File: config.mk
export PLATFORM = sky130hd
export DESIGN_NAME = hazard_unit
export DESIGN_NICKNAME = d
export VERILOG_FILES = /design/src/core_pkg.sv /design/src/hazard_unit.sv
export SDC_FILE = /design/constraint.sdc
export NUM_CORES = 1
export LEC_CHECK = 0
export BUFFER_PORTS_ARGS = -buffer_cell sky130_fd_sc_hd__buf_2
export CAP_MARGIN = 20
export CORE_AREA = 2 2 39 41
export DETAILED_ROUTE_END_ITERATION = 7
export DIE_AREA = 0 0 41 43
export PLACE_DENSITY = 0.43
export SLEW_MARGIN = 20
export SYNTH_ARGS = -nofsm -noshare
export SYNTH_HDL_FRONTEND = slang
export SYNTH_SLANG_ARGS = --single-unit
File: constraint.sdc
create_clock -name vclk -period 0.8
set_input_delay 0 -clock vclk [all_inputs]
set_output_delay 0 -clock vclk [all_outputs]
set_load 0.01 [all_outputs]
File: src/core_pkg.sv
package core_pkg;

	localparam int xlen = 64;
	localparam int ilen = 32;
	localparam int reg_addr_w = 5;

	localparam logic [xlen-1:0] reset_pc = 64'h0;

	// major opcodes
	localparam logic [6:0] op_rtype  = 7'b0110011;
	localparam logic [6:0] op_itype  = 7'b0010011;
	localparam logic [6:0] op_lui    = 7'b0110111;
	localparam logic [6:0] op_load   = 7'b0000011;
	localparam logic [6:0] op_store  = 7'b0100011;
	localparam logic [6:0] op_branch = 7'b1100011;
	localparam logic [6:0] op_jal    = 7'b1101111;

	localparam logic [2:0] f3_add   = 3'b000;   // add, sub, addi
	localparam logic [2:0] f3_xor   = 3'b100;
	localparam logic [2:0] f3_or    = 3'b110;
	localparam logic [2:0] f3_and   = 3'b111;
	localparam logic [2:0] f3_dword = 3'b011;   // ld, sd
	localparam logic [2:0] f3_beq   = 3'b000;
	localparam logic [2:0] f3_bne   = 3'b001;

	localparam logic [6:0] funct7_base = 7'b0000000;
	localparam logic [6:0] funct7_sub  = 7'b0100000;

	typedef enum logic [2:0] {
		alu_add,
		alu_sub,
		alu_and,
		alu_or,
		alu_xor,
		alu_pass_b   // lui
	} alu_op_t;

	// addi x0, x0, 0
	localparam logic [ilen-1:0] nop_instr = 32'h0000_0013;

endpackage

File: src/hazard_unit.sv
module hazard_unit (
	input  logic fetch_busy,
	input  logic mem_busy,
	input  logic redirect,
	input  logic id_mem_read,
	input  logic [core_pkg::reg_addr_w-1:0] id_rd,
	input  logic [core_pkg::reg_addr_w-1:0] rs1_addr,
	input  logic [core_pkg::reg_addr_w-1:0] rs2_addr,
	output logic stall_if,
	output logic stall_id,
	output logic stall_ex,
	output logic stall_mem,
	output logic flush_if,
	output logic flush_id
);

	logic freeze, load_use;

	assign freeze = fetch_busy | mem_busy;   // either bus waiting
	assign load_use = id_mem_read & (id_rd != '0) & ((id_rd == rs1_addr) | (id_rd == rs2_addr));

	// pc and IF/ID wait one cycle while ID/EX takes the bubble
	assign stall_if = freeze | load_use;
	assign stall_id = freeze;
	assign stall_ex = freeze;
	assign stall_mem = freeze;

	assign flush_if = redirect;
	assign flush_id = redirect | load_use;

endmodule

## Yosys cells after proc, flatten, opt, wreduce, memory -nomap -nowiden

Cells that the tools add are included.

- Register bits after elaboration: 0
- Input bits: 19
- Output and inout bits: 6

- Bitwise operators: 6
- Reduce and logical (&&, ||, !) cells: 1
- Equal/unequal tests: 2

Operator list:

| cell | number |
|---|---|
| $eq 5x5->1 | 2 |
| $reduce_bool 5->1 | 1 |
| $or 1x1->1 | 4 |
| $and 1x1->1 | 2 |

## Depth between registers and ports, before layout

Gate-level depths: netlist of the first run.

- Depth after elaboration: 4
- Mapped depth: 4
- Gate-level depth less buffers: 4

## Worst setup path before layout of the first run

No wires, ideal clock.

- Path type: input to output
- Start point: in id_rd[3] (netlist bit)
- End point: out flush_id
- Slack: 0.050 ns
- Path buffers: 0
- Arrival: 0.750 ns
- Data required time: 0.800 ns
- Stages on the path: 3
- Cells stage by stage: or4_4 -> o21ai_2 -> o21bai_1

- Word-level cells in the longest chain between the ends: 4
- Elaborated cells between the ends (all ways): 7

Ends and longest elaborated chain:

| what | RTL line | source |
|---|---|---|
| from (decl) | hazard_unit.sv:6 | `input logic [core_pkg::reg_addr_w-1:0] id_rd,` |
| $eq 5x5->1 or $reduce_bool 5->1 (tied branches) | hazard_unit.sv:20 | `assign load_use = id_mem_read & (id_rd != '0) & ((id_rd == rs1_addr) \| (id_rd == rs2_addr));` |
| $or 1x1->1 or $and 1x1->1 (tied branches) | hazard_unit.sv:20 |  |
| $and 1x1->1 * | hazard_unit.sv:20 |  |
| $or 1x1->1 * | hazard_unit.sv:29 | `assign flush_id = redirect \| load_use;` |
| to (decl) | hazard_unit.sv:14 | `output logic flush_id` |

Every way passes the cells marked *; elsewhere a longest branch is shown, timed or not.

## Final worst setup path of the first run

- Start point: in id_rd[4] (netlist bit)
- End point: out flush_id

Same word-level chain as after synthesis.

==> flow_summary_export.csv, run 1 <==
group,metric,value,unit
min_path,hold_depth,2,
yosys,synth_nets,42,
critical_path,end_kind,"output pin",
run_status,status,"finished, violations left",
min_path,worstHoldStart,"redirect",
routing,ant_nets,0,
sta,whs,201,ps
pwr,power.density,495,nW/um^2
place,post-place-ws,-211,ps
place,post_dp_cell_area,307,um^2
global_route,grt.total_usage,5.59,%
die,die_width,41,um
sta,maxSlewHeadroom,86.8,%
die,die_h,43,um
job,drv_cap,0,
die,num_io_pins,25,
yosys,post-synth-top-area-cell,"xor2_1",
die,dieArea,1760,um^2
yosys,syn_avg_cell_area,7.67,um^2
sta,tightest_slew,197,ps
layout,area_growth,86.5,%
layout,final_layout_size_suffix_gt1_share,65.2,%
routing,dr_wl_met2,275,um
pwr,leakagePower,0.165,nW
global_route,grt_max_degree,5,
yosys,synth_area_leaders,"xor2_1 (50%), buf_4 (13%), o21bai_1 (8.5%)",
yosys,yosysSeqAreaShare,0,%
sta,min_period_over_period,122,%
sta,setup_viol,2,
sta,finalWorstSetupSlack,-177,ps
global_route,overflow,0,
sta,fmax,1020,MHz
sta,finalMaxSlewViolations,0,
pwr,ir_worst_vdd,0.141,mV
layout,seq_area,0,um^2
die,rows,14,
yosys,syn-cell-area,176,um^2
sta,hold_violations,0,
routing,route.met3.wl,45,um
yosys,synth_top_area_share,49.6,%
yosys,ys_types,9,
routing,top_layer,"met3",
place,gp_congestion,0.613,
run_status,violations,"setup timing",
layout,design_area,329,um^2
die,core,1380,um^2
yosys,ys_warn_count,0,
critical_path,crit_type,"in2out",
layout,num-clock-buffers,0,
global_route,grt_pass1_wl,759,um
die,initial_utilization,12.7,%
layout,nFlopsAndLatches,0,
routing,via_per_inst,3.61,
critical_path,worstPathArrival,980,ps
sta,min_period,977,ps
routing,wl,504,um
sta,rsz0062_at_grt,"true",
yosys,synthTopCellsByCount,"xor2_1 (10), buf_4 (3), nor2_1 (2), nor3_1 (2), o21bai_1 (2)",
critical_path,cp_max_fo,2,
global_route,antenna_found_initial,0,
layout,postLayoutCoreUtil,23.8,%
routing,drt_first_pass_iters,1,
layout,nNetsFinal,67,
place,numPortBuffers,25,
routing,wl_met1,183,um
critical_path,crit_required,800,ps
place,place_inst,62,
routing,drc,0,
layout,insertedDiodeCount,0,
min_path,min_to,"flush_if",
yosys,yosys.cell_count.top_type,"xor2_1",
global_route,grt_pass1_vias,213,
critical_path,crit_path_start_kind,"primary input",
min_path,hp-class,"in2out",
routing,post_drt_wl_per_cell,8.13,um
yosys,synth_cells,23,
routing,vias,224,
routing,initialDrtViolationCount,0,
layout,final_cell_count_no_fill,62,
-- stage by stage --
stage,TNS [ps],total power [mW]
3_5_place_dp,-418,0.151
2_1_floorplan,0,0.0754
4_1_cts,-402,0.157
5_1_grt,-412,0.179
3_3_place_gp,-408,0.151
6_report,-339,0.163
-- power by group --
part           switching (mW)  internal [mW]  total, mW
clock                       0              0          0
combinational          0.0736         0.0894      0.163
sequential                  0              0          0
total                  0.0736         0.0894      0.163
-- layout by cell type (no fill, tap or decap) --
cell and instances:
or2_1 1, nor3_2 1, nor3_1 1, or4_4 1
a22oi_2 1, o21ai_2 1, buf_6 2, xor2_1 10
buf_4 1, nor2_1 2, buf_2 23, o21bai_1 2
-- layout make-up --
class | instances | area [um^2]
timing repair buffer | 26 | 145
tap | 16 | 20.0
multi-input combinational | 20 | 164
fill | 167 | 1050
-- worst max path at each step --
| stage | endpoint | start | cells past startpoint | slack [ps] |
|---|---|---|---|---|
| floorplan | flush_id | id_rd[3] | 3 | 50 |
| global placement | flush_id | id_rd[3] | 5 | -200 |
| detailed placement | flush_id | id_rd[3] | 5 | -210 |
| CTS | flush_id | id_rd[4] | 5 | -200 |
| global route | stall_if | id_rd[4] | 7 | -210 |
| finish | flush_id | id_rd[4] | 5 | -180 |
-- kinds of logic (layout without fill, tap and decap cells) --
family                    Yosys count  count (layout)  share of synthesized area [%]
buffers and inverters               3              26                           12.8
and+or+nand+nor                     6               6                           19.9
AOI/OAI and AO/OA                   4               4                           17.7
xor gates and xnor gates           10              10                           49.6
-- what timing repair did --
item | in CTS | in global routing
pin swaps | 4 | 4
gates resized for setup | 3 | 2
endpoints found under the setup margin | 2 | 2
hold buffers | 0 | 0
setup buffers | 0 | 0
-- layer usage --
metal	up-vias	GRT usage [%]
met5	-	0
met4	0	0
met3	0	0.524
met2	8	10.6
met1	94	6.65
li1	122	-
-- critical path, stage by stage --
cell	delay (ps)
buf_6	90
or4_4	520
o21ai_2	140
o21bai_1	80
buf_2	140
Note: power is estimated with default switching activity, not from simulation.
==> inputs of run 2 (changes only) <==
==> constraint.sdc (replaced) <==
create_clock -name vclk -period 0.8
set_input_delay 0 -clock vclk [all_inputs]
set_output_delay 0 -clock vclk [all_outputs]
set_load 0.02 [all_outputs]
==> run 2 against run 1 <==
  * The run still ends with setup timing left
  * Combinational power grew 12%
  * Critical path depth is the same
  * Clock-buffer cell count unchanged
  * Global-route usage stayed put
  * Wire length fell by 1.4%
  * First-iteration DRC count is the same
  * Utilization rose by 1.2 points
  * Sequential share of layout area is the same
  * Cell count grew 3.2%
  * Via count is 0.45% lower
  * Worst setup slack worse by 20 ps
==> flow_summary_export.csv, run 2 (same netlist as run 1, synthesis figures left out) <==
group,metric,value,unit
sta,whs,234,ps
clocking,hold_buffers,0,
routing,drt_first_pass_iters,1,
place,numPortBuffers,25,
place,place_inst,63,
routing,wl,497,um
layout,final_common_cell,"buf_2",
pwr,leakagePower,0.177,nW
layout,nFlopsAndLatches,0,
pwr,power.density,527,nW/um^2
layout,seq_area,0,um^2
place,gp_congestion,0.614,
global_route,antenna_found_initial,0,
global_route,grt_max_degree,5,
routing,via_per_inst,3.48,
die,die_h,43,um
routing,post_drt_wl_per_cell,7.77,um
critical_path,crit_slowest_cell,"or4_4",
critical_path,max_stage_delay,520,ps
global_route,grt_use_met1,7.28,%
min_path,hp-class,"in2out",
die,rows,14,
sta,finalMaxSlewViolations,0,
global_route,use_met2,10.3,%
layout,final_layout_size_suffix_gt1_share,64.6,%
global_route,grt_pass1_vias,206,
critical_path,end_kind,"output pin",
sta,maxSlewHeadroom,85.2,%
layout,mostFrequentLayoutCells,"buf_2 (22), xor2_1 (10), buf_4 (4)",
global_route,overflow,0,
layout,num-clock-buffers,0,
global_route,met3_usage,0,%
critical_path,cp_num_buf_inv,2,
sta,min_period_over_period,125,%
critical_path,crit_required,800,ps
die,initial_utilization,12.7,%
critical_path,crit_path_start_kind,"primary input",
critical_path,crit_start,"id_rd[3]",
critical_path,path_cells,"buf_8 > or4_4 > o21ai_2 > o21bai_1 > buf_4",
routing,initialDrtViolationCount,0,
global_route,gr-max-usage-layer,"met2",
sta,tightest_slew,222,ps
die,num_io_pins,25,
job,drv_cap,0,
layout,nNetsFinal,69,
sta,fmax,1000,MHz
sta,rsz0062_at_grt,"true",
place,post_dp_cell_area,314,um^2
critical_path,worstPathArrival,1000,ps
routing,drc,0,
run_status,violations,"setup timing",
layout,design_area,345,um^2
critical_path,cp_top_family,"simple AND/OR/NAND/NOR gates",
layout,area_growth,95.7,%
global_route,grt_pass1_wl,752,um
run_status,status,"finished, violations left",
die,die_width,41,um
place,dpl.hpwl,468,um
sta,setup_viol,2,
critical_path,crit_type,"in2out",
global_route,grt.total_usage,5.59,%
sta,hold_violations,0,
die,core,1380,um^2
critical_path,path_depth,5,
sta,min_period,998,ps
pwr,ir_worst_vdd,0.149,mV
critical_path,crit_path_end,"stall_if",
critical_path,cp_max_fo,3,
layout,final_cell_count_no_fill,64,
layout,insertedDiodeCount,0,
sta,finalWorstSetupSlack,-198,ps
routing,ant_nets,0,
routing,vias,223,
die,dieArea,1760,um^2
run 2: cell count changes in the layout (fill, tap and decap cells not counted):
| cell | previous run | this run |
|---|---|---|
| a22oi_1 | 0 | 1 |
| a22oi_2 | 1 | 0 |
| buf_2 | 23 | 22 |
| buf_4 | 1 | 4 |
| buf_6 | 2 | 1 |
| buf_8 | 0 | 1 |
run 2: through the flow:
step                      power [mW]  util (%)  worst slack (ps)  setup TNS (ps)
after floorplan               0.0888         -             -2.19           -4.37
after global placement         0.167      22.7              -224            -447
after detailed placement       0.168      22.7              -230            -453
after CTS                      0.182      24.6              -207            -406
after global routing           0.200      25.0              -226            -433
final                          0.182      25.0              -198            -386
run 2: layout make-up:
type	count	area, um^2
repair buffers	28	166
well taps	16	20.0
fillers	165	1040
multi-input cells	20	159
run 2: worst min path at each step:
stage	from	cells past startpoint	to	slack [ps]
CTS	redirect	2	flush_if	240
floorplan	redirect	1	flush_if	110
finish	redirect	2	flush_if	230
global route	redirect	2	flush_if	250
global placement	redirect	2	flush_if	230
detailed placement	redirect	2	flush_if	240
run 2: power breakdown:
| part | switching, mW | internal [mW] |
|---|---|---|
| clock network | 0 | 0 |
| logic | 0.0844 | 0.0975 |
| registers | 0 | 0 |
| total | 0.0844 | 0.0975 |
run 2: routing by layer:
layer / share of wire, % / up-vias / wire (um)
li1: - / 125 / -
met1: 40 / 90 / 197
met2: 53 / 8 / 265
met3: 6.8 / 0 / 34
met4: 0 / 0 / 0
met5: 0 / - / 0
run 2: what timing repair did:
item | in CTS | in global routing
setup endpoints to repair | 2 | 2
pin swaps | 1 | 0
setup buffers | 1 | 0
gates resized for setup | 5 | 1
==> inputs of run 3 (changes only) <==
--- a/config.mk
+++ b/config.mk
@@ -10,8 +10,7 @@
 export CORE_AREA = 2 2 39 41
 export DETAILED_ROUTE_END_ITERATION = 7
 export DIE_AREA = 0 0 41 43
-export PLACE_DENSITY = 0.43
-export SLEW_MARGIN = 20
+export PLACE_DENSITY = 0.42
 export SYNTH_ARGS = -nofsm -noshare
 export SYNTH_HDL_FRONTEND = slang
 export SYNTH_SLANG_ARGS = --single-unit
==> constraint.sdc (replaced) <==
create_clock -name vclk -period 1.1
set_input_delay 0 -clock vclk [all_inputs]
set_output_delay 0 -clock vclk [all_outputs]
set_load 0.02 [all_outputs]
==> run 3 against run 2 <==
  * The run now ends clean
  * First-iteration DRC count is the same
  * Combinational power shrank 37%
  * Cell count shrank 4.7%
  * Sequential share of layout area is the same
  * Cell area shrank 13%
  * Clock-buffer cell count is the same
  * Largest power group unchanged
  * Highest routed layer unchanged
==> flow_summary_export.csv, run 3 (same netlist as run 1, synthesis figures left out) <==
group,metric,value,unit
run_status,status,"completed",
critical_path,cp_max_fo,3,
routing,via_per_inst,3.59,
routing,wl,465,um
global_route,grt_max_degree,5,
place,post_dp_cell_area,299,um^2
place,post-place-ws,75.1,ps
sta,maxSlewHeadroom,85.1,%
routing,initialDrtViolationCount,0,
sta,finalMaxSlewViolations,0,
critical_path,max_stage_delay,530,ps
die,dieArea,1760,um^2
sta,tightest_slew,224,ps
die,rows,14,
routing,drt_first_pass_iters,1,
sta,hold_violations,0,
pwr,leakagePower,0.154,nW
layout,postLayoutCoreUtil,21.6,%
pwr,power.total,0.114,mW
layout,insertedDiodeCount,0,
job,drv_cap,0,
critical_path,crit_required,1100,ps
die,num_io_pins,25,
routing,post_drt_wl_per_cell,7.62,um
sta,setup_viol,0,
routing,drc,0,
layout,mostFrequentLayoutCells,"buf_2 (25), xor2_1 (10), nor3_1 (2), nor2_1 (2), o21bai_1 (2)",
critical_path,end_kind,"output pin",
die,die_width,41,um
critical_path,worstPathArrival,1020,ps
sta,setup_tns,0,ps
die,die_h,43,um
global_route,grt_pass1_vias,187,
die,initial_utilization,12.7,%
critical_path,cp_num_buf_inv,2,
critical_path,path_cells,"buf_2 > or4_4 > o21ai_2 > o21bai_1 > buf_2",
routing,ant_nets,0,
critical_path,crit_path_start_kind,"primary input",
global_route,grt.total_usage,4.80,%
layout,design_area,299,um^2
sta,finalWorstSetupSlack,83.4,ps
sta,rsz0062_at_grt,"false",
layout,nNetsFinal,66,
layout,area_growth,69.5,%
global_route,antenna_found_initial,0,
critical_path,cp_top_family,"simple AND/OR/NAND/NOR gates",
critical_path,crit_slowest_cell,"or4_4",
place,numPortBuffers,25,
layout,final_common_cell,"buf_2",
global_route,grt_pass1_wl,641,um
clocking,post_cts_buffers,0,
layout,nFillCells,166,
routing,vias,219,
critical_path,crit_type,"in2out",
global_route,overflow,0,
pwr,ir_worst_vdd,0.0816,mV
sta,min_period_over_period,92.4,%
layout,nFlopsAndLatches,0,
min_path,hp-class,"in2out",
layout,final_layout_size_suffix_gt1_share,60.0,%
clocking,hold_buffers,0,
sta,fmax,984,MHz
layout,seq_area,0,um^2
die,core,1380,um^2
clocking,cts_resized,0,
place,gp_congestion,0.575,
critical_path,crit_top_cell,"buf_2",
layout,num-clock-buffers,0,
sta,min_period,1020,ps
pwr,power.density,382,nW/um^2
-- run 3: changes by cell type in the layout (fill, tap and decap cells not counted) --
cell / delta
buf_6: -1
buf_2: +3
nor3_2: -1
nor3_1: +1
buf_8: -1
buf_4: -4
-- run 3: area by class of cell --
class                      instances  area (um^2)  share of cell area (%)
tap                               16         20.0                    6.69
timing repair buffer              25          125                    41.8
multi-input combinational         20          154                    51.5
-- run 3: metal layers --
| layer | vias up | GRT usage (%) | share of wire [%] |
|---|---|---|---|
| met4 | 0 | 0 | 0 |
| met2 | 8 | 9.06 | 52 |
| met1 | 91 | 6.01 | 39 |
| met3 | 0 | 0 | 9.0 |
| li1 | 120 | - | - |
| met5 | - | 0 | 0 |
-- run 3: worst paths after layout --
check / depth (start not counted) / endpoint / slack (ps) / start
setup / recovery: 5 / flush_id / 80 / id_rd[3]
hold / removal: 2 / flush_if / 230 / redirect
-- run 3: metrics by stage --
stage	instances	hold WS [ps]
floorplan	23	113
global route	61	245
detailed placement	61	232
finish	61	232
CTS	61	234
global placement	61	233
-- run 3: power by group --
group	internal (mW)	leakage (nW)	switching (mW)
combinational	0.0566	0.154	0.0577
clock	0	0	0
sequential	0	0	0
