[config.mk]
export PLATFORM = sky130hd
export DESIGN_NAME = decode_stage
export DESIGN_NICKNAME = d
export VERILOG_FILES = /design/src/core_pkg.sv /design/src/decode_stage.sv
export SDC_FILE = /design/constraint.sdc
export NUM_CORES = 1
export LEC_CHECK = 0
export ABC_AREA = 1
export BUFFER_PORTS_ARGS = -buffer_cell sky130_fd_sc_hd__buf_2
export CAP_MARGIN = 30
export CORE_AREA = 2 2 203 205
export DETAILED_ROUTE_END_ITERATION = 7
export DIE_AREA = 0 0 205 207
export MAX_ROUTING_LAYER = met4
export SLEW_MARGIN = 10
export SYNTH_ARGS = -nofsm -noshare
export SYNTH_HDL_FRONTEND = slang
export SYNTH_SLANG_ARGS = --single-unit
[constraint.sdc]
create_clock -name clk -period 15.8 [get_ports clk]
set_input_delay 1.58 -clock clk [delete_from_list [all_inputs] [get_ports clk]]
set_output_delay 1.58 -clock clk [all_outputs]
set_load 0.01 [all_outputs]
[src/core_pkg.sv]
package core_pkg;

	localparam int xlen = 64;
	localparam int ilen = 32;
	localparam int reg_addr_w = 5;

	localparam logic [xlen-1:0] reset_pc = 64'h0;

	// major opcodes
	localparam logic [6:0] op_rtype  = 7'b0110011;
	localparam logic [6:0] op_itype  = 7'b0010011;
	localparam logic [6:0] op_lui    = 7'b0110111;
	localparam logic [6:0] op_load   = 7'b0000011;
	localparam logic [6:0] op_store  = 7'b0100011;
	localparam logic [6:0] op_branch = 7'b1100011;
	localparam logic [6:0] op_jal    = 7'b1101111;

	localparam logic [2:0] f3_add   = 3'b000;   // add, sub, addi
	localparam logic [2:0] f3_xor   = 3'b100;
	localparam logic [2:0] f3_or    = 3'b110;
	localparam logic [2:0] f3_and   = 3'b111;
	localparam logic [2:0] f3_dword = 3'b011;   // ld, sd
	localparam logic [2:0] f3_beq   = 3'b000;
	localparam logic [2:0] f3_bne   = 3'b001;

	localparam logic [6:0] funct7_base = 7'b0000000;
	localparam logic [6:0] funct7_sub  = 7'b0100000;

	typedef enum logic [2:0] {
		alu_add,
		alu_sub,
		alu_and,
		alu_or,
		alu_xor,
		alu_pass_b   // lui
	} alu_op_t;

	// addi x0, x0, 0
	localparam logic [ilen-1:0] nop_instr = 32'h0000_0013;

endpackage

[src/decode_stage.sv]
module decode_stage (
	input  logic clk,
	input  logic reset,
	input  logic stall,
	input  logic flush,
	input  logic if_valid,
	input  logic [core_pkg::xlen-1:0] if_pc,
	input  logic [core_pkg::ilen-1:0] if_instr,
	input  logic [core_pkg::xlen-1:0] rs1_data,
	input  logic [core_pkg::xlen-1:0] rs2_data,
	output logic [core_pkg::reg_addr_w-1:0] rs1_addr,
	output logic [core_pkg::reg_addr_w-1:0] rs2_addr,
	output logic id_valid,
	output logic [core_pkg::xlen-1:0] id_pc,
	output logic [core_pkg::reg_addr_w-1:0] id_rs1,
	output logic [core_pkg::reg_addr_w-1:0] id_rs2,
	output logic [core_pkg::xlen-1:0] id_rs1_val,
	output logic [core_pkg::xlen-1:0] id_rs2_val,
	output logic [core_pkg::xlen-1:0] id_imm,
	output logic [core_pkg::reg_addr_w-1:0] id_rd,
	output core_pkg::alu_op_t id_alu_op,
	output logic id_use_imm,
	output logic id_reg_write,
	output logic id_mem_read,
	output logic id_mem_write,
	output logic id_branch,
	output logic id_branch_ne,
	output logic id_jump
);
	import core_pkg::*;

	logic [6:0] opcode, funct7;
	logic [2:0] funct3;
	logic [xlen-1:0] imm_i, imm_s, imm_b, imm_u, imm_j, imm;
	alu_op_t alu_op;
	logic known, uses_rs1, uses_rs2, keep;
	logic use_imm, reg_write, mem_read, mem_write, branch, branch_ne, jump;

	assign opcode = if_instr[6:0];
	assign funct3 = if_instr[14:12];
	assign funct7 = if_instr[31:25];

	assign imm_i = {{52{if_instr[31]}}, if_instr[31:20]};
	assign imm_s = {{52{if_instr[31]}}, if_instr[31:25], if_instr[11:7]};
	assign imm_b = {{51{if_instr[31]}}, if_instr[31], if_instr[7], if_instr[30:25],
		if_instr[11:8], 1'b0};
	assign imm_u = {{32{if_instr[31]}}, if_instr[31:12], 12'b0};
	assign imm_j = {{43{if_instr[31]}}, if_instr[31], if_instr[19:12], if_instr[20],
		if_instr[30:21], 1'b0};

	always_comb begin
		known = 1'b1;
		uses_rs1 = 1'b1;
		uses_rs2 = 1'b0;
		alu_op = alu_add;
		use_imm = 1'b1;
		imm = imm_i;
		reg_write = 1'b1;
		mem_read = 1'b0;
		mem_write = 1'b0;
		branch = 1'b0;
		branch_ne = 1'b0;
		jump = 1'b0;
		case (opcode)
			op_rtype: begin
				uses_rs2 = 1'b1;
				use_imm = 1'b0;
				case ({funct7, funct3})
					{funct7_base, f3_add}: alu_op = alu_add;
					{funct7_sub, f3_add}:  alu_op = alu_sub;
					{funct7_base, f3_and}: alu_op = alu_and;
					{funct7_base, f3_or}:  alu_op = alu_or;
					{funct7_base, f3_xor}: alu_op = alu_xor;
					default: known = 1'b0;
				endcase
			end
			op_itype: known = (funct3 == f3_add);   // addi only
			op_lui: begin
				uses_rs1 = 1'b0;
				alu_op = alu_pass_b;
				imm = imm_u;
			end
			op_load: begin
				known = (funct3 == f3_dword);
				mem_read = 1'b1;
			end
			op_store: begin
				known = (funct3 == f3_dword);
				uses_rs2 = 1'b1;
				imm = imm_s;
				reg_write = 1'b0;
				mem_write = 1'b1;
			end
			op_branch: begin
				known = (funct3 == f3_beq) || (funct3 == f3_bne);
				uses_rs2 = 1'b1;
				use_imm = 1'b0;
				imm = imm_b;
				reg_write = 1'b0;
				branch = 1'b1;
				branch_ne = (funct3 == f3_bne);
			end
			op_jal: begin
				uses_rs1 = 1'b0;
				imm = imm_j;
				jump = 1'b1;
			end
			default: known = 1'b0;
		endcase
	end

	// unused source fields read x0, so they never look like a hazard
	assign rs1_addr = uses_rs1 ? if_instr[19:15] : '0;
	assign rs2_addr = uses_rs2 ? if_instr[24:20] : '0;
	assign keep = if_valid & known & ~flush;

	always_ff @(posedge clk) begin
		if (reset) begin
			id_valid <= 1'b0;
			id_reg_write <= 1'b0;
			id_mem_read <= 1'b0;
			id_mem_write <= 1'b0;
			id_branch <= 1'b0;
			id_branch_ne <= 1'b0;
			id_jump <= 1'b0;
		end else if (!stall) begin
			id_valid <= keep;
			id_reg_write <= keep & reg_write;
			id_mem_read <= keep & mem_read;
			id_mem_write <= keep & mem_write;
			id_branch <= keep & branch;
			id_branch_ne <= keep & branch_ne;
			id_jump <= keep & jump;
		end
	end

	always_ff @(posedge clk) begin
		if (!stall) begin
			id_pc <= if_pc;
			id_rs1 <= rs1_addr;
			id_rs2 <= rs2_addr;
			id_rs1_val <= rs1_data;
			id_rs2_val <= rs2_data;
			id_imm <= imm;
			id_rd <= reg_write ? if_instr[11:7] : '0;
			id_alu_op <= alu_op;
			id_use_imm <= use_imm;
		end
	end

endmodule

# [Word level (Yosys, flattened, before mapping)]
# Cells that the tools add are included.
[op_classes] addsub=0 multipliers=0 div=0 magnitude_cmp=0 eq_ne=13 n_shift=0 mux=15 bitwise_logic=9 reduce_logical=9
[op_table] op="31-bit case mux with 4 select lines" count=1
[op_table] op="10-bit by 3-bit equality test with 1-bit output, second input constant" count=3
[op_table] op="7-bit by 6-bit equality test with 1-bit output, second input constant" count=3
[op_table] op="7-bit equality test, second input constant" count=2
[op_table] op="3-bit case mux with 4 select lines" count=1
[op_table] op="10-bit by 9-bit equality test with 1-bit output, second input constant" count=1
[op_table] op="10-bit zero test" count=1
[op_table] op="5-bit 2-to-1 mux" count=2
[op_table] op="1-bit 2-to-1 mux" count=9
[op_table] op="1-bit bitwise AND" count=8
[op_table] op="2-bit OR reduction" count=4
[op_table] op="7-bit by 2-bit equality test with 1-bit output, second input constant" count=1
[op_table] op="7-bit by 5-bit equality test with 1-bit output, second input constant" count=1
[op_table] op="3-bit case mux with 2 select lines" count=1
[op_table] op="1-bit case mux with 5 select lines" count=1
[op_table] op="5-bit OR reduction" count=1
[op_table] op="3-bit by 1-bit equality test with 1-bit output, second input constant" count=1
[op_table] op="3-bit by 2-bit equality test with 1-bit output, second input constant" count=1
[op_table] op="3-bit zero test" count=1
[op_table] op="3-bit OR reduction" count=1
[op_table] op="1-bit logical OR" count=1
[op_table] op="1-bit NOT" count=1
[totals] reg_bits=250 latch_bits=0 ramBits=0 rom_bits=0 inputBits=229 n_memories=0

# [Depth between registers and ports, before layout]
# Gate-level depths: netlist of run 1.
[logic_depth] word_depth=7 depth_mapped=11 mapped_depth_nobuf=11

# [Worst setup path before layout of run 1]
# OpenSTA, ideal clock, no wires.
[synth_timing] path_type="input to register" from="input stall" to="register id_alu_op[0] (enable)" setup_ns=0.593 arrival_time_ns=6.437 slack_ns=8.770 stages=2 path_cell_list="clkbuf_1 -> inv_1"
[synth_rtl] element="start, declared" line_no="decode_stage.sv:4" rtl="input logic stall,"
[synth_rtl] element="end signal, assigned" line_no="decode_stage.sv:146" rtl="id_alu_op <= alu_op;"
[synth_rtl] element="end, declared" line_no="decode_stage.sv:21" rtl="output core_pkg::alu_op_t id_alu_op,"
# No word-level cell between the ends.

# [Final worst setup path of run 1]
[layout_timing] from="input if_instr[1] (netlist name)" to="output rs2_addr[4] (netlist name)"
[layout_via] elab_chain_len=4 word_cells_on_any_way=6 classes_between="3 x eq/ne; 2 x mux; 1 x reduce/logical"
[layout_lines] element="start, declared" line_no="decode_stage.sv:8" rtl="input logic [core_pkg::ilen-1:0] if_instr,"
[layout_lines] element="7-bit by 6-bit equality test with 1-bit output / 7-bit equality test (equally long branches)" line_no="decode_stage.sv:64" rtl="case (opcode)"
[layout_lines] element="3-bit OR reduction (no source line) *"
[layout_lines] element="1-bit 2-to-1 mux *" line_no="decode_stage.sv:64"
[layout_lines] element="5-bit 2-to-1 mux *" line_no="decode_stage.sv:114" rtl="assign rs2_addr = uses_rs2 ? if_instr[24:20] : '0;"
[layout_lines] element="end, declared" line_no="decode_stage.sv:12" rtl="output logic [core_pkg::reg_addr_w-1:0] rs2_addr,"
# Every way passes the cells marked *; elsewhere a longest branch is shown, timed or not.

==> results of run 1 <==
[state kept, by name (all words and copies together) (netlist names)]
name,flops
id_rs1,5
id_imm,32
id_rs2,5
id_reg_write,1
id_use_imm,1
id_rs2_val,64
id_rd,5
id_mem_write,1
id_branch,1
id_jump,1
id_alu_op,3
id_branch_ne,1
id_mem_read,1
id_valid,1
id_pc,64
id_rs1_val,64
[worst max path at each step]
stage                 from  slack, ps                     end  depth (start not counted)
6_report       if_instr[1]      11150             rs2_addr[4]                          8
2_1_floorplan        stall       8770  id_alu_op[0]$_DFFE_PN_                          2
4_1_cts        if_instr[1]      11160             rs2_addr[4]                          8
3_5_place_dp   if_instr[1]      11150             rs2_addr[4]                          8
5_1_grt        if_instr[1]      11010             rs1_addr[4]                          9
3_3_place_gp   if_instr[3]      11220             rs2_addr[4]                          7
[layer usage]
| layer | vias to the layer above | wire length, um |
|---|---|---|
| met2 | 297 | 13500 |
| li1 | 2711 | - |
| met1 | 2762 | 10800 |
| met5 | - | 0 |
| met4 | 0 | 607 |
| met3 | 41 | 2470 |
[cell type report]
type / count / area, um^2 / share of cell area (%)
antenna: 2 / 5.00 / 0.0400
clock buffer: 34 / 744 / 5.95
clock inverter: 17 / 173 / 1.38
inverter: 42 / 165 / 1.32
multi-input combinational: 138 / 677 / 5.41
sequential: 250 / 7440 / 59.4
tap: 532 / 666 / 5.32
timing repair buffer: 524 / 2650 / 21.1
[where the power goes]
part | switching [mW] | leakage (nW) | internal (mW)
logic | 0.0902 | 2.55 | 0.0606
registers | 0.0147 | 2.43 | 0.784
clock network | 0.266 | 0.447 | 0.385
[metrics by stage]
stage | cell area [um^2] | instances | total power, mW
6_report | 12500 | 1539 | 1.60
3_5_place_dp | 11600 | 1485 | 0.968
3_3_place_gp | 11600 | 1485 | 0.965
5_1_grt | 12500 | 1538 | 1.67
4_1_cts | 12500 | 1536 | 1.63
2_1_floorplan | 8540 | 467 | 0.877
[worst max-delay path, cell delays in order]
cell	delay (ps)
buf_2	70
nand2_1	60
inv_1	90
nand2_1	80
nor2_1	460
nor2_1	290
nor2_1	250
buf_2	180
[cell families after synthesis]
family	Yosys count
buffers and inverters	79
AOI/OAI and AO/OA	36
and+or+nand+nor	102
DFF	250
[placed cells by master, fill, tap and decap left out, drive strengths merged]
master    Yosys  final
edfxtp      243    243
nand2        46     46
nor3b         1      1
nor2         40     40
o211ai       11     11
buf          35    524
nand3        14     14
o21ai        13     13
a32o          1      1
inv          42     46
clkbuf        2     34
dfxtp         7      7
clkinv        0      9
nor3          1      1
bufinv        0      3
o31ai         2      2
o2111ai       1      1
diode         0      2
clkinvlp      0      1
a21oi         8      8
==> impl_metrics.env, run 1 <==
export IMPL_relSlewSlack_pct=41.4
export IMPL_synth_top_family_by_area="simple AND/OR/NAND/NOR gates"
export IMPL_reg2reg_slack_ps=15190
export IMPL_ctsLongestPathBuffers=3
export IMPL_drc_errors=0
export IMPL_maxCapViolations=0
export IMPL_drive_gt1_share_pct=57.4
export IMPL_grt_pass1_wl_um=38000
export IMPL_synth_edf_count=243
export IMPL_finalMaxSlewViolations=0
export IMPL_rsz0062_at_grt="no"
export IMPL_grt_overflow=0
export IMPL_seq_area_frac_synth_pct=87.1
export IMPL_crit_path_start_kind="input pin"
export IMPL_finalCritPeriodShare_pct=29.4
export IMPL_die_h_um=207
export IMPL_post_drt_wl_per_cell_um=17.8
export IMPL_grt_util_met1_pct=14.4
export IMPL_vdd_ir_drop_worst_mv=0.0625
export IMPL_synth_compound_area_share_pct=2.59
export IMPL_ctsResizeCount=0
export IMPL_cts_setup_buffers=0
export IMPL_cts_tree="built"
export IMPL_finish_utilization_pct=31.0
export IMPL_synth_xor_area_share_pct=0
export IMPL_initial_core_util_pct=21.2
export IMPL_synth_adder_area_share_pct=0
export IMPL_path_clk_slew_ps=60
export IMPL_top_usage_layer="met2"
export IMPL_row_count=74
export IMPL_finalSetupViolCount=0
export IMPL_num_vias=5811
export IMPL_worstHoldStart="id_valid$_SDFFE_PP0N_"
export IMPL_synth_nets=696
export IMPL_clock_sinks=250
export IMPL_yosys_area_share_simple_pct=5.33
export IMPL_fmax_mhz=215
export IMPL_worstPathArrival_ps=3070
export IMPL_die_w_um=205
export IMPL_synth_warnings=0
export IMPL_grt_use_met3_pct=3.35
export IMPL_grt_use_total_pct=12.4
export IMPL_critical_path_class="input pin to output port"
export IMPL_yosysUniqueCellTypes=23
export IMPL_postSynthAreaPerCell_um2=18.3
export IMPL_whs_endpoint="id_valid$_SDFFE_PP0N_"
export IMPL_required_ps=14220
export IMPL_rr_startpoint="id_branch_ne$_SDFFE_PP0N_"
export IMPL_num_nets_final=1213
export IMPL_first_iter_violations=350
export IMPL_cp_end_kind="output port"
export IMPL_critPathMaxFanout=8
export IMPL_hold_violations=0
export IMPL_htreeDepth=1
export IMPL_pin_count=521
export IMPL_place_congestion=0.871
export IMPL_use_met2_pct=21.0
export IMPL_async_reset_ff_share_pct=0
export IMPL_yosys_area_top_type_share_pct=85.4
export IMPL_min_path_cells=2
export IMPL_r2r_end="id_branch_ne$_SDFFE_PP0N_"
export IMPL_fin_skew_ps=0
export IMPL_synth_main_ff_cell="edfxtp_1"
export IMPL_fillers=4100
export IMPL_synthTopCellsByCount="edfxtp_1, nand2_1, inv_1"
export IMPL_hpwl_um=21400
export IMPL_setup_ws_ps=11150
export IMPL_grt_max_degree=102
export IMPL_tns_ps=0
export IMPL_synth_area_top_cells="edfxtp_1, buf_4, nand2_1"
export IMPL_holdWs_ps=473
export IMPL_leakage_nw=5.43
export IMPL_die_area_mm2=0.0424
export IMPL_io_buffer_count=520
export IMPL_cts_buffers=28
export IMPL_synth_top_area_cell="edfxtp_1"
export IMPL_muxShareOfSynthArea_pct=0
export IMPL_first_pass_iters=5
export IMPL_pwr_density_cell_mw_per_mm2=128
export IMPL_ant_nets=0
export IMPL_grt_pass1_vias=5907
export IMPL_tightestPinTransition_ps=879
export IMPL_yosysMostFrequentCell="edfxtp_1"
export IMPL_antenna_found_initial=3
export IMPL_netlist_area_mm2=0.00854
export IMPL_postSynthCellCount=467
export IMPL_dpl_worst_slack_ps=11150
export IMPL_cts_root_buf="clkbuf_16"
export IMPL_ctsHoldBuffers=0
export IMPL_synth_seq_cells=250
export IMPL_hp_class="register to register"
export IMPL_insertion_delay_ps=540
export IMPL_outcome="finished clean"
export IMPL_worstRegToRegCells=2
export IMPL_wirelength_um=27400
export IMPL_period_minus_slack_ps=4650
export IMPL_synthToLayoutAreaGrowth_pct=46.5
export IMPL_core_area_mm2=0.0404
export IMPL_viasPerCell=3.78
Note: power is estimated with default switching activity, not from simulation.
==> inputs of run 2 (changes only) <==
Clock period 15.8 ns to 4.7 ns, I/O delays scaled along.
==> run 2 against run 1 <==
Non-clock buffer count shrank 1. Worst hold slack lost 380 ps. Core utilization shrank 0.27 points. Combinational power grew to 3.4 times the previous value. Clock skew is the same. Die area is the same. Final cell count shrank 0.32%. Via count shrank 0.60%.
==> impl_metrics.env, run 2 (synthesized netlist as in run 1, its figures left out) <==
export IMPL_outcome="finished clean"
export IMPL_worstHoldStart="if_pc[55]"
export IMPL_setup_ws_ps=2340
export IMPL_die_area_mm2=0.0424
export IMPL_cp_cell_sequence="buf_2 > nand2_1 > inv_1 > nand2_1 > nor2_4 > nor2_2 > inv_2 > nor2_1 > buf_2"
export IMPL_r2r_end="id_branch$_SDFFE_PP0N_"
export IMPL_path_clk_slew_ps=60
export IMPL_min_path_cells=1
export IMPL_grt_use_met3_pct=4.00
export IMPL_layout_common_cells="buf_2, edfxtp_1, nand2_1"
export IMPL_first_pass_iters=6
export IMPL_io_buffer_count=520
export IMPL_grt_pass1_wl_um=36800
export IMPL_reg2reg_slack_ps=4090
export IMPL_vdd_ir_drop_worst_mv=0.195
export IMPL_post_drt_wl_per_cell_um=17.3
export IMPL_leakage_nw=5.37
export IMPL_cts_setup_buffers=0
export IMPL_ant_nets=0
export IMPL_hold_violations=0
export IMPL_ctsLongestPathBuffers=3
export IMPL_clock_sinks=250
export IMPL_ctsResizeCount=0
export IMPL_grt_overflow=0
export IMPL_drive_gt1_share_pct=57.3
export IMPL_tns_ps=0
export IMPL_rsz0062_at_grt="no"
export IMPL_antenna_found_initial=5
export IMPL_cts_tree="built"
export IMPL_pwr_density_cell_mw_per_mm2=416
export IMPL_grt_util_met1_pct=12.9
export IMPL_first_iter_violations=225
export IMPL_reg_top3="id_pc: 64 flops, id_rs1_val: 64 flops, id_rs2_val: 64 flops"
export IMPL_grt_max_degree=111
export IMPL_crit_path_start_kind="input pin"
export IMPL_finalPower_mw=5.15
export IMPL_place_congestion=0.859
export IMPL_wirelength_um=26600
export IMPL_critPathMaxFanout=11
export IMPL_fmax_mhz=423
export IMPL_initial_core_util_pct=21.2
export IMPL_finish_utilization_pct=30.7
export IMPL_fin_skew_ps=0
export IMPL_whs_endpoint="id_pc[55]$_DFFE_PN_"
export IMPL_worstPathArrival_ps=1890
export IMPL_finalSetupViolCount=0
export IMPL_final_area_mm2=0.0124
export IMPL_finalCritPeriodShare_pct=50.3
export IMPL_worstRegToRegCells=2
export IMPL_viasPerCell=3.77
export IMPL_cts_buffers=26
export IMPL_required_ps=4230
export IMPL_layout_cells_non_filler=1534
export IMPL_hp_class="input pin to register"
export IMPL_use_met2_pct=20.4
export IMPL_num_nets_final=1210
export IMPL_dpl_worst_slack_ps=2280
export IMPL_rr_startpoint="id_branch$_SDFFE_PP0N_"
export IMPL_layout_cells_most_common="buf_2"
export IMPL_dp_cells=1485
export IMPL_drc_errors=0
export IMPL_grt_use_total_pct=12.1
export IMPL_holdWs_ps=90.4
export IMPL_tightestPinTransition_ps=793
export IMPL_place_area_mm2=0.0116
export IMPL_cts_root_buf="clkbuf_16"
export IMPL_relSlewSlack_pct=47.0
export IMPL_maxCapViolations=0
export IMPL_row_count=74
export IMPL_die_h_um=207
export IMPL_htreeDepth=1
export IMPL_slowest_stage="nor2_2"
export IMPL_period_minus_slack_ps=2360
export IMPL_cpPeakStageDelay_ps=450
export IMPL_grt_pass1_vias=5825
export IMPL_top_usage_layer="met2"
export IMPL_die_w_um=205
export IMPL_insertion_delay_ps=550
export IMPL_ctsHoldBuffers=0
export IMPL_synthToLayoutAreaGrowth_pct=45.2
export IMPL_cp_end_kind="output port"
export IMPL_finalMaxSlewViolations=0
export IMPL_pin_count=521
export IMPL_core_area_mm2=0.0404
export IMPL_critical_path_class="input pin to output port"
export IMPL_hpwl_um=21000
export IMPL_num_vias=5776
[run 2: routing by layer]
metal,vias to the layer above,share of wire (%)
met5,-,0
met4,0,3.2
met3,49,10
met2,310,50
met1,2719,36
li1,2698,-
[run 2: worst max-delay path by stage]
stage,startpoint,end,slack (ps),cells after the start
3_5_place_dp,if_instr[1],id_imm[28]$_DFFE_PN_,2280,10
3_3_place_gp,if_instr[1],id_imm[21]$_DFFE_PN_,2390,10
2_1_floorplan,stall,id_alu_op[0]$_DFFE_PN_,20,2
5_1_grt,if_instr[1],rs2_addr[2],2150,8
4_1_cts,if_instr[1],rs1_addr[3],2290,9
6_report,if_instr[1],rs1_addr[1],2340,9
[run 2: layout make-up]
type	instances	area, um^2
clock inverters	15	136
fillers	4128	28000
multi-input cells	138	677
repair buffers	523	2650
inverters	42	161
well taps	532	666
clock buffers	31	669
diodes	3	7.51
flip-flops and latches	250	7440
[run 2: critical path, delay by kind of cell]
| kind | cells | cell delay, ps |
|---|---|---|
| AND/OR/NAND/NOR | 5 | 890 |
| buffers and inverters | 4 | 530 |
[run 2: power breakdown]
group          internal (mW)  switching (mW)
Clock                   1.12           0.839
Combinational          0.204           0.303
Sequential              2.64          0.0481
==> inputs of run 3 (changes only) <==
Settings changed: CORE_AREA 2 2 203 205 to 2 2 202 204, DIE_AREA 0 0 205 207 to 0 0 204 206.
Clock period 4.7 ns to 2.1 ns, I/O delays scaled along.
==> run 3 against run 2 <==
Core utilization grew 5.4 points. Wire length grew 10%. Sequential share of layout area shrank 8.7 points. Combinational power grew to 2.9 times the previous value. Sequential cell count is the same. Final cell count grew 14%. Setup slack lost 2000 ps. Cell area grew 17%. First-iteration DRC count grew 65%. Clock power grew 130%. Worst hold slack lost 57 ps. Largest power group unchanged. Highest routed layer unchanged.
==> impl_metrics.env, run 3 (synthesized netlist as in run 1, its figures left out) <==
export IMPL_tightestPinTransition_ps=489
export IMPL_antenna_cells=0
export IMPL_layout_cells_most_common="buf_2"
export IMPL_whs_endpoint="id_rs1[3]$_DFFE_PN_"
export IMPL_relSlewSlack_pct=67.4
export IMPL_crit_path_start_kind="input pin"
export IMPL_dp_cells=1490
export IMPL_required_ps=2600
export IMPL_place_area_mm2=0.0116
export IMPL_first_iter_violations=372
export IMPL_hpwl_um=20900
export IMPL_ctsLongestPathBuffers=3
export IMPL_finalPower_mw=11.9
export IMPL_outcome="finished clean"
export IMPL_io_buffer_count=520
export IMPL_synthToLayoutAreaGrowth_pct=69.9
export IMPL_ant_nets=0
export IMPL_worstHoldStart="if_instr[18]"
export IMPL_htreeDepth=1
export IMPL_cts_root_buf="clkbuf_16"
export IMPL_fin_skew_ps=0
export IMPL_setup_ws_ps=319
export IMPL_first_pass_iters=4
export IMPL_die_area_mm2=0.0420
export IMPL_fmax_mhz=562
export IMPL_grt_pass1_wl_um=39800
export IMPL_worstPathArrival_ps=2280
export IMPL_initial_core_util_pct=21.3
export IMPL_cts_buffers=28
export IMPL_cts_setup_buffers=0
export IMPL_r2r_end="id_mem_write$_SDFFE_PP0N_"
export IMPL_pwr_density_cell_mw_per_mm2=822
export IMPL_critical_path_class="input pin to register"
export IMPL_die_h_um=206
export IMPL_insertion_delay_ps=550
export IMPL_dpl_worst_slack_ps=43.6
export IMPL_clock_sinks=250
export IMPL_antenna_found_initial=0
export IMPL_row_count=74
export IMPL_wirelength_um=29300
export IMPL_final_area_mm2=0.0145
export IMPL_num_nets_final=1421
export IMPL_reg_top3="id_pc: 64 flops, id_rs1_val: 64 flops, id_rs2_val: 64 flops"
export IMPL_num_vias=6682
export IMPL_finish_utilization_pct=36.1
export IMPL_reg2reg_slack_ps=970
export IMPL_die_w_um=204
export IMPL_layout_cells_non_filler=1746
export IMPL_drc_errors=0
export IMPL_leakage_nw=6.27
export IMPL_grt_max_degree=85
export IMPL_grt_use_total_pct=13.1
export IMPL_post_drt_wl_per_cell_um=16.8
export IMPL_grt_overflow=0
export IMPL_path_clk_slew_ps=70
export IMPL_worstRegToRegCells=3
export IMPL_critPathMaxFanout=7
export IMPL_finalMaxSlewViolations=0
export IMPL_pin_count=521
export IMPL_hold_violations=0
export IMPL_finalCritPeriodShare_pct=84.8
export IMPL_place_congestion=0.846
export IMPL_cts_tree="built"
export IMPL_cp_end_kind="register"
export IMPL_core_area_mm2=0.0402
export IMPL_rsz0062_at_grt="no"
export IMPL_min_path_cells=3
export IMPL_vdd_ir_drop_worst_mv=0.456
export IMPL_viasPerCell=3.83
export IMPL_rr_startpoint="id_mem_write$_SDFFE_PP0N_"
export IMPL_finalSetupViolCount=0
export IMPL_drive_gt1_share_pct=47.7
export IMPL_period_minus_slack_ps=1780
export IMPL_hp_class="input pin to register"
export IMPL_grt_pass1_vias=6575
export IMPL_maxCapViolations=0
export IMPL_ctsResizeCount=0
export IMPL_layout_common_cells="buf_2, edfxtp_1, dlygate4sd3_1"
## run 3: final cells by class
type / count / area [um^2]
well taps: 532 / 666
clock inverters: 17 / 103
repair buffers: 732 / 4740
clock buffers: 35 / 727
multi-input cells: 138 / 677
inverters: 42 / 161
fillers: 3846 / 25700
flip-flops and latches: 250 / 7440
## run 3: power breakdown
part	leakage [nW]	total (mW)	switching, mW	internal, mW
clock	0.408	4.46	1.99	2.46
sequential	2.43	6.00	0.103	5.90
combinational	3.43	1.47	0.762	0.710
## run 3: stage by stage
step	setup TNS, ps	hold slack (ps)
6_report	0	33.2
5_1_grt	0	18.1
4_1_cts	0	0.516
3_5_place_dp	0	388
2_1_floorplan	-545820	279
3_3_place_gp	0	387
## run 3: worst max path at each step
stage	from	end	slack, ps	depth (start not counted)
after floorplan	stall	id_alu_op[0]$_DFFE_PN_	-2250	2
after global placement	if_instr[1]	id_imm[22]$_DFFE_PN_	140	10
after detailed placement	if_instr[1]	id_imm[27]$_DFFE_PN_	40	10
after CTS	if_instr[1]	rs1_addr[0]	340	9
after global routing	if_instr[1]	rs1_addr[0]	200	9
final	if_instr[31]	id_mem_write$_SDFFE_PP0N_	320	12
## run 3: layer usage
metal | vias to the layer above | global-route usage, % | wire length [um]
li1 | 3123 | - | -
met1 | 3203 | 15.0 | 11300
met2 | 311 | 21.9 | 14700
met3 | 45 | 3.63 | 2460
met4 | 0 | 4.71 | 841
met5 | - | - | 0
## run 3: worst max-delay path: stages
cell and delay (ps):
dlygate4sd3_1 530, buf_2 170, inv_1 80, nand2_1 50
nor2_1 110, nand3_1 100, nor2_2 100, nor2_2 60
nand2_4 100, nand3_1 80, a21oi_1 120, dlygate4sd3_1 550
## run 3: timing repair
action / in CTS / in global routing
endpoints found under the hold margin: 212 / 0
hold buffers: 204 / 0
setup endpoints to repair: 0 / 0
